## config.mk

```make
export PLATFORM = sky130hd
export DESIGN_NAME = id_ctrl
export DESIGN_NICKNAME = d
export VERILOG_FILES = /design/src/rtl/flow_pkg.sv /design/src/rtl/fwd_pkg.sv /design/src/rtl/ctrl_fsm.sv /design/src/rtl/hazard_merge.sv /design/src/rtl/id_ctrl.sv /design/src/rtl/operand_fwd_slice.sv /design/src/rtl/operand_src_decode.sv
export VERILOG_INCLUDE_DIRS = /design/src /design/src/include
export SDC_FILE = /design/constraint.sdc
export NUM_CORES = 1
export LEC_CHECK = 0
export BUFFER_PORTS_ARGS = -buffer_cell sky130_fd_sc_hd__buf_4
export CAP_MARGIN = 20
export CORE_MARGIN = 3
export CORE_UTILIZATION = 39
export CTS_BUF_LIST = sky130_fd_sc_hd__clkbuf_8
export DETAILED_ROUTE_END_ITERATION = 10
export GPL_TIMING_DRIVEN = 0
export PLACE_DENSITY = 0.93
export SYNTH_ARGS = -nofsm -noshare
export SYNTH_HDL_FRONTEND = slang
export SYNTH_SLANG_ARGS = --single-unit
export TNS_END_PERCENT = 10
```

## constraint.sdc

```tcl
create_clock -name clk -period 1.7 [get_ports clk]
set_input_delay 0.085 -clock clk [delete_from_list [all_inputs] [get_ports clk]]
set_output_delay 0.085 -clock clk [all_outputs]
set_load 0.03 [all_outputs]
```

## src/include/ctrl_params.svh

```systemverilog
`ifndef CTRL_PARAMS_SVH
`define CTRL_PARAMS_SVH

// register file addressing
`define REG_ADDR_W     5
// rs1, rs2 and rs3
`define NUM_SRC        3

// instruction word and its source fields
`define INSTR_W        32
`define RS1_LSB        15
`define RS2_LSB        20
`define RS3_LSB        25

// testbench timing in ns
`define CLK_PERIOD     100
`define STIM_DELAY     10
// reset length and run limit in cycles
`define RST_CYCLES     16
`define TIMEOUT_MARGIN 20

`endif

```

## src/rtl/flow_pkg.sv

```systemverilog
package flow_pkg;

  ////////////////////////////////////////
  // control flow types
  ////////////////////////////////////////

  // main controller states
  typedef enum logic [2:0]
  {
    RESET, BOOT_SET, FIRST_FETCH, DECODE,
    FLUSH_EX, FLUSH_WB, SLEEP
  } ctrl_state_t;

  // next PC source for the fetch stage
  typedef enum logic [1:0]
  {
    PC_BOOT   = 2'b00,
    PC_JUMP   = 2'b01,
    PC_BRANCH = 2'b10
  } pc_sel_t;

  // kind of jump carried by an instruction
  typedef enum logic [1:0] {NONE, JAL, JALR, COND} jump_kind_t;

endpackage

```

## src/rtl/fwd_pkg.sv

```systemverilog
`include "ctrl_params.svh"

package fwd_pkg;

  ////////////////////////////////////////
  // operand side types
  ////////////////////////////////////////

  // index into the register file
  typedef logic [`REG_ADDR_W-1:0] reg_addr_t;

  // source of one ID stage operand
  // regfile read, ALU result from EX, or writeback data
  typedef enum logic [1:0]
  {
    REGFILE = 2'b00,
    FW_EX   = 2'b01,
    FW_WB   = 2'b10
  } fwd_sel_t;

endpackage

```

## src/rtl/ctrl_fsm.sv

```systemverilog
module ctrl_fsm
  import flow_pkg::*;
(
  input  logic       clk,
  input  logic       rst_n,
  input  logic       fetch_enable_i,
  input  logic       instr_valid_i,
  input  logic       pipe_flush_i,
  input  jump_kind_t jump_in_dec_i,
  input  jump_kind_t jump_in_ex_i,
  input  logic       branch_decision_i,
  input  logic       jr_stall_i,
  // stage completion
  input  logic       id_valid_i,
  input  logic       ex_valid_i,
  input  logic       wb_valid_i,
  output logic       instr_req_o,
  output logic       pc_set_o,
  output pc_sel_t    pc_mux_sel_o,
  output logic       core_busy_o,
  output logic       is_decoding_o,
  output logic       halt_if_o,
  output logic       halt_id_o
);

  ctrl_state_t state_q;
  ctrl_state_t state_d;
  logic        branch_taken_ex;
  logic        uncond_jump_dec;

  // conditional branch in EX resolved as taken
  assign branch_taken_ex = (jump_in_ex_i == COND) && branch_decision_i;
  // target of jal and jalr is known in decode
  assign uncond_jump_dec = (jump_in_dec_i == JAL) || (jump_in_dec_i == JALR);

  ////////////////////////////////////////
  // next state and outputs
  ////////////////////////////////////////
  always_comb
  begin
    state_d       = state_q;
    instr_req_o   = 1'b1;
    core_busy_o   = 1'b1;
    pc_set_o      = 1'b0;
    pc_mux_sel_o  = PC_BOOT;
    is_decoding_o = 1'b0;
    halt_if_o     = 1'b0;
    halt_id_o     = 1'b0;

    unique case (state_q)
      // idle after reset until fetch is enabled
      RESET:
      begin
        core_busy_o = 1'b0;
        instr_req_o = 1'b0;
        if (fetch_enable_i)
          state_d = BOOT_SET;
      end

      // load boot address into the fetch PC
      BOOT_SET:
      begin
        pc_mux_sel_o = PC_BOOT;
        pc_set_o     = 1'b1;
        state_d      = FIRST_FETCH;
      end

      // wait for the first instruction to reach ID
      FIRST_FETCH:
      begin
        if (id_valid_i)
          state_d = DECODE;
      end

      DECODE:
      begin
        // decode only when no taken branch squashes this slot
        if (instr_valid_i && !branch_taken_ex)
        begin
          is_decoding_o = 1'b1;
          // redirect right away, held off by the jr stall
          if (uncond_jump_dec)
          begin
            pc_mux_sel_o = PC_JUMP;
            if (!jr_stall_i)
              pc_set_o = 1'b1;
          end
          // wfi style flush
          if (pipe_flush_i)
          begin
            halt_if_o = 1'b1;
            halt_id_o = 1'b1;
            state_d   = FLUSH_EX;
          end
        end
        // taken branch overrides the instruction in ID
        if (branch_taken_ex)
        begin
          pc_mux_sel_o = PC_BRANCH;
          pc_set_o     = 1'b1;
        end
      end

      // drain EX
      FLUSH_EX:
      begin
        halt_if_o = 1'b1;
        if (ex_valid_i)
          state_d = FLUSH_WB;
      end

      // drain WB, then sleep or resume
      FLUSH_WB:
      begin
        if (!fetch_enable_i)
        begin
          halt_if_o = 1'b1;
          if (wb_valid_i)
            state_d = SLEEP;
        end
        else
        begin
          if (id_valid_i)
            state_d = DECODE;
        end
      end

      // core stopped, no fetching
      SLEEP:
      begin
        core_busy_o = 1'b0;
        instr_req_o = 1'b0;
        if (fetch_enable_i)
          state_d = FIRST_FETCH;
      end

      default:
      begin
        instr_req_o = 1'b0;
        state_d     = RESET;
      end
    endcase
  end

  // state register
  always_ff @(posedge clk or negedge rst_n)
  begin
    if (!rst_n)
      state_q <= RESET;
    else
      state_q <= state_d;
  end

endmodule

```

## src/rtl/hazard_merge.sv

```systemverilog
`include "ctrl_params.svh"

module hazard_merge
  import flow_pkg::*;
(
  // per operand hits from the forwarding slices
  input  logic [`NUM_SRC-1:0] hit_ex_i,
  input  logic [`NUM_SRC-1:0] hit_wb_i,
  input  logic [`NUM_SRC-1:0] hit_alu_i,
  // load or store in EX
  input  logic                data_req_ex_i,
  input  jump_kind_t          jump_in_dec_i,
  input  logic                illegal_insn_i,
  input  logic                is_decoding_i,
  output logic                load_stall_o,
  output logic                jr_stall_o,
  output logic                deassert_we_o
);

  logic rs1_in_flight;
  logic is_jalr;

  ////////////////////////////////////////
  // stall detection
  ////////////////////////////////////////

  // load result not yet available for a source in ID
  assign load_stall_o = data_req_ex_i & (|hit_ex_i);

  // jump target register still being written by any stage
  assign rs1_in_flight = hit_ex_i[0] | hit_wb_i[0] | hit_alu_i[0];
  assign is_jalr       = (jump_in_dec_i == JALR);
  assign jr_stall_o    = is_jalr & rs1_in_flight;

  ////////////////////////////////////////
  // write enable suppression
  ////////////////////////////////////////

  // the instruction in ID must not write back when
  // it stalls, is illegal, or is not being decoded at all
  assign deassert_we_o = load_stall_o | jr_stall_o | illegal_insn_i | ~is_decoding_i;

endmodule

```

## src/rtl/id_ctrl.sv

```systemverilog
`include "ctrl_params.svh"

module id_ctrl
  import fwd_pkg::*, flow_pkg::*;
(
  input  logic                clk,
  input  logic                rst_n,
  input  logic                fetch_enable_i,
  input  logic [`INSTR_W-1:0] instr_rdata_i,
  input  logic                instr_valid_i,
  input  logic                rega_used_i,
  input  logic                regb_used_i,
  input  logic                regc_used_i,
  input  logic                illegal_insn_i,
  input  logic                pipe_flush_i,
  input  logic                data_req_ex_i,
  input  jump_kind_t          jump_in_dec_i,
  input  jump_kind_t          jump_in_ex_i,
  input  logic                branch_decision_i,
  // in-flight register writes
  input  reg_addr_t           waddr_ex_i,
  input  logic                we_ex_i,
  input  reg_addr_t           waddr_wb_i,
  input  logic                we_wb_i,
  input  reg_addr_t           alu_waddr_i,
  input  logic                alu_we_i,
  input  logic                id_valid_i,
  input  logic                ex_valid_i,
  input  logic                wb_valid_i,
  output fwd_sel_t            operand_a_fw_sel_o,
  output fwd_sel_t            operand_b_fw_sel_o,
  output fwd_sel_t            operand_c_fw_sel_o,
  output logic                load_stall_o,
  output logic                jr_stall_o,
  output logic                deassert_we_o,
  output logic                instr_req_o,
  output logic                pc_set_o,
  output pc_sel_t             pc_mux_sel_o,
  output logic                core_busy_o,
  output logic                is_decoding_o,
  output logic                halt_if_o,
  output logic                halt_id_o
);

  reg_addr_t           src_addr [`NUM_SRC];
  logic [`NUM_SRC-1:0] src_used;
  logic [`NUM_SRC-1:0] src_fwd_ok;
  logic [`NUM_SRC-1:0] hit_ex;
  logic [`NUM_SRC-1:0] hit_wb;
  logic [`NUM_SRC-1:0] hit_alu;
  fwd_sel_t            fwd_sel [`NUM_SRC];

  operand_src_decode src_decode_i (
    .instr_rdata_i, .rega_used_i, .regb_used_i, .regc_used_i,
    .src_addr_o   (src_addr),
    .src_used_o   (src_used),
    .src_fwd_ok_o (src_fwd_ok)
  );

  // one forwarding slice per source operand
  for (genvar k = 0; k < `NUM_SRC; k++)
  begin : gen_fwd
    operand_fwd_slice fwd_slice_i (
      .src_addr_i (src_addr[k]), .src_used_i (src_used[k]), .src_fwd_ok_i (src_fwd_ok[k]),
      .waddr_ex_i, .we_ex_i, .waddr_wb_i, .we_wb_i, .alu_waddr_i, .alu_we_i,
      .fwd_sel_o  (fwd_sel[k]),
      .hit_ex_o   (hit_ex[k]), .hit_wb_o (hit_wb[k]), .hit_alu_o (hit_alu[k])
    );
  end

  // operand mux selects in a, b, c order
  assign operand_a_fw_sel_o = fwd_sel[0];
  assign operand_b_fw_sel_o = fwd_sel[1];
  assign operand_c_fw_sel_o = fwd_sel[2];

  hazard_merge hazard_merge_i (
    .hit_ex_i (hit_ex), .hit_wb_i (hit_wb), .hit_alu_i (hit_alu),
    .data_req_ex_i, .jump_in_dec_i, .illegal_insn_i,
    .is_decoding_i (is_decoding_o),
    .load_stall_o, .jr_stall_o, .deassert_we_o
  );

  // jr stall feeds back into the FSM for redirect hold-off
  ctrl_fsm ctrl_fsm_i (
    .clk, .rst_n, .fetch_enable_i, .instr_valid_i, .pipe_flush_i,
    .jump_in_dec_i, .jump_in_ex_i, .branch_decision_i,
    .jr_stall_i (jr_stall_o),
    .id_valid_i, .ex_valid_i, .wb_valid_i,
    .instr_req_o, .pc_set_o, .pc_mux_sel_o, .core_busy_o,
    .is_decoding_o, .halt_if_o, .halt_id_o
  );

endmodule

```

## src/rtl/operand_fwd_slice.sv

```systemverilog
module operand_fwd_slice
  import fwd_pkg::*;
(
  // operand under decode
  input  reg_addr_t src_addr_i,
  input  logic      src_used_i,
  input  logic      src_fwd_ok_i,
  // EX stage write port
  input  reg_addr_t waddr_ex_i,
  input  logic      we_ex_i,
  // WB stage write port
  input  reg_addr_t waddr_wb_i,
  input  logic      we_wb_i,
  // ALU result forwarding port
  input  reg_addr_t alu_waddr_i,
  input  logic      alu_we_i,
  output fwd_sel_t  fwd_sel_o,
  output logic      hit_ex_o,
  output logic      hit_wb_o,
  output logic      hit_alu_o
);

  logic match_ex;
  logic match_wb;
  logic match_alu;

  // raw address compares
  assign match_ex  = (waddr_ex_i  == src_addr_i);
  assign match_wb  = (waddr_wb_i  == src_addr_i);
  assign match_alu = (alu_waddr_i == src_addr_i);

  // a hit needs a live write and an operand that is read
  assign hit_ex_o  = we_ex_i  & match_ex  & src_used_i;
  assign hit_wb_o  = we_wb_i  & match_wb  & src_used_i;
  assign hit_alu_o = alu_we_i & match_alu & src_used_i;

  // forwarding mux select
  always_comb
  begin
    fwd_sel_o = REGFILE;
    if (src_fwd_ok_i)
    begin
      // youngest result wins
      if (hit_alu_o)
        fwd_sel_o = FW_EX;
      else if (hit_wb_o)
        fwd_sel_o = FW_WB;
    end
  end

endmodule

```

## src/rtl/operand_src_decode.sv

```systemverilog
`include "ctrl_params.svh"

module operand_src_decode
  import fwd_pkg::*;
(
  input  logic [`INSTR_W-1:0] instr_rdata_i,
  input  logic                rega_used_i,
  input  logic                regb_used_i,
  input  logic                regc_used_i,
  output reg_addr_t           src_addr_o [`NUM_SRC],
  output logic [`NUM_SRC-1:0] src_used_o,
  output logic [`NUM_SRC-1:0] src_fwd_ok_o
);

  // field positions in the instruction, rs1 first
  localparam int unsigned SRC_LSB [`NUM_SRC] = '{`RS1_LSB, `RS2_LSB, `RS3_LSB};
  // rs1 and rs2 may name x0, which reads as zero
  localparam int unsigned NUM_X0_SRC = 2;

  // used flags in operand order
  assign src_used_o = {regc_used_i, regb_used_i, rega_used_i};

  always_comb
  begin
    for (int k = 0; k < `NUM_SRC; k++)
    begin
      // slice the source field
      src_addr_o[k]   = instr_rdata_i[SRC_LSB[k] +: `REG_ADDR_W];
      // a used operand may take forwarded data
      src_fwd_ok_o[k] = src_used_o[k];
      // x0 is never forwarded
      if ((k < NUM_X0_SRC) && (src_addr_o[k] == '0))
        src_fwd_ok_o[k] = 1'b0;
    end
  end

endmodule

```

==> reports/results.tsv <==
metric	value	unit
status	finished clean	
place_area	1500	sq um
num_antenna_cells	0	
ys_seq_area_share	7.81	%
power.density	793	nW/um^2
rows	17	
r2r_cells	3	
hold_viol	0	
final.setup_skew	0.00396	ns
area_delta_synth_final	71.5	%
cts-root-buf	clkbuf_8	
coreArea	2280	sq um
synth.cell_area	961	sq um
finalCriticalPeriod	1.68	ns
cts_sinks	3	
power_switching_share	42.3	%
start_util	42.2	%
worstSetupPathType	register to primary output	
die_h	55.6	um
wl	3410	um
synthFlopType	dfrtp_1	
drt-initial-drc-count	27	
drive_gt1_share	43.5	%
drc	0	
dp_slack	0.128	ns
critPathLaunchType	register	
syn_inst	129	
antenna_found_initial	0	
worst_setup_path_end_kind	primary output	
cts-buffers-inserted	3	
grt_overflow_total	0	
antenna_left	0	
clk_pin_slew	0.03	ns
largest_register_ffs	3	
first_global_vias	1194	
synth-seq-cells	3	
comb_power_share	73.5	%
die_w	55.6	um
place_congestion	0.863	
max_freq	0.596	GHz
vias_per_cell	5.27	
rsz0062_at_grt	true	
async_reset_ff_share	100	%
power_frac_seq	11.3	%
grt_pass1_wl	5500	um
ios	85	
ir_drop	892	uV
htreeDepth	1	
yosysUniqueCellTypes	31	
worstPathArrival	1.59	ns
r2r-start	ctrl_fsm_i.state_q[2]$_DFFE_PN0P_	
r2r_end	ctrl_fsm_i.state_q[0]$_DFFE_PN0P_	
final_common_cell	buf_4	
crit_required	1.62	ns
n_fill_cell	191	
intPower	0.000755	W
maxSlewHeadroom	79.8	%
clock_path_buffers	2	
yosysWarnings	0	
regMostFlops	ctrl_fsm_i.state_q	
power.leakage	0.742	nW
worstSetupStartpoint	ctrl_fsm_i.state_q[2]$_DFFE_PN0P_	
synth_edf_count	0	
crit_path_max_fanout	5	
drtPass1Iterations	4	
fin_ws	0.0229	ns
worstMarginPinSlew	0.300	ns
hpwlAfterDp	2880	um
nets	278	
reg2reg_slack	0.34	ns
num_vias	1238	
finalMaxSlewViolations	0	
final_cell_area	1650	sq um
io_buffers	67	
max_cap_violations	0	
die_area	3100	sq um
post-route-period-util	98.7	%
p_sw	0.000552	W
hold_path_class	input port to async pin	
finalSetupViolCount	0	
clkPwrFrac	15.2	%
synth_area_per_cell	7.45	sq um
cts_tree	yes	
grt_max_degree	11	
insertion_delay	0.21	ns
syn_nets	199	
grtUsageTotal	21.6	%
top_regs	ctrl_fsm_i.state_q: 3 flops	
final_cell_mix	buf_4, xnor2_1, xor2_1	
routedWlPerCell	14.5	um
critical path, cell delays in order (launching register included):
cell and delay [ns]:
dfrtp_1 0.39, nand2b_4 0.16, nor3b_4 0.19, and2_4 0.17, buf_6 0.10, nand3b_1 0.07
a21o_1 0.17, buf_6 0.14
layer usage:
layer  part of all wire (%)  routed length (um)  vias to the layer above  GRT usage [%]
met5                      0                   0                        -              0
met4                   0.50                  17                        0           5.90
met3                    5.3                 181                        2           2.55
met2                     51                1730                       48           37.3
met1                     44                1490                      578           28.2
li1                       -                   -                      610              -
layout make-up:
| cell class | instances | area [sq um] | share of cell area (%) |
|---|---|---|---|
| inverter | 5 | 23.8 | 1.44 |
| buffer | 3 | 27.5 | 1.67 |
| clock buffer | 3 | 41.3 | 2.51 |
| sequential | 3 | 76.3 | 4.63 |
| timing repair buffer | 74 | 566 | 34.3 |
| tap | 28 | 35.0 | 2.13 |
| clock inverter | 1 | 3.75 | 0.228 |
| multi-input combinational | 118 | 875 | 53.1 |
synthesized netlist by cell type (2+ instances only):
cell       n  area [sq um]
xnor2_1   34           298
or4_1      2          15.0
o21ai_0    3          15.0
and3_1     2          12.5
xor2_1    12           105
nor2_1     6          22.5
ha_1       2          25.0
nor4_1     4          25.0
a21o_1     2          15.0
a31oi_1    2          12.5
nor3_1     4          20.0
buf_2      2          10.0
a31o_2     2          17.5
nor3b_1    2          15.0
and2_1     3          18.8
inv_1      5          18.8
nand2b_1   2          12.5
nand4_1    9          56.3
nor2b_1    2          12.5
dfrtp_1    3          75.1
a21oi_1    3          15.0
nand3_1    6          30.0
nand2_1    9          33.8
worst max-delay path by stage:
| stage | to | slack, ns |
|---|---|---|
| 2_1_floorplan | pc_set_o | 0.02 |
| 3_3_place_gp | deassert_we_o | 0.15 |
| 3_5_place_dp | deassert_we_o | 0.13 |
| 4_1_cts | deassert_we_o | 0.02 |
| 5_1_grt | deassert_we_o | -0.07 |
| 6_report | deassert_we_o | 0.02 |
cell families (layout without fill, tap and decap cells):
kind of cell / count (synthesis) / in the layout / synth area share, %
flip-flops: 3 / 3 / 7.81
AO/OA/AOI/OAI: 16 / 16 / 11.1
multiplexers: 1 / 1 / 2.34
buffers and inverters: 8 / 86 / 3.78
adder cells (fa/ha/maj): 2 / 2 / 2.60
AND/OR/NAND/NOR: 53 / 53 / 30.5
XOR/XNOR: 46 / 46 / 41.9
repair_timing:
item                                   4_1_cts  5_1_grt
gates resized for setup                      5        9
buffers inserted                             0        6
hold buffers                                 1        0
pin swaps                                    1        2
setup endpoints to repair                    3        3
endpoints found under the hold margin        3        0
power by group through the flow:
stage	Clock, W	Sequential [W]	Combinational, W
finish	0.000198	0.000148	0.000961
global placement	0	0.000130	0.000754
floorplan	0	0.000122	0.000485
global route	0.000216	0.000151	0.00103
detailed placement	0	0.000131	0.000776
CTS	0.000202	0.000141	0.000812
stage by stage:
step,hold slack (ns),TNS [ns],instances,total power (W),utilization (%)
after CTS,0.192,0,229,0.00116,69.0
after global routing,0.207,-0.0972,235,0.00140,72.4
after detailed placement,-0.122,0,224,0.000906,65.9
after global placement,-0.123,0,224,0.000885,65.9
after floorplan,-0.211,0,129,0.000607,-
final,0.203,0,235,0.00131,72.4
Note: power is estimated with default switching activity, not from simulation.
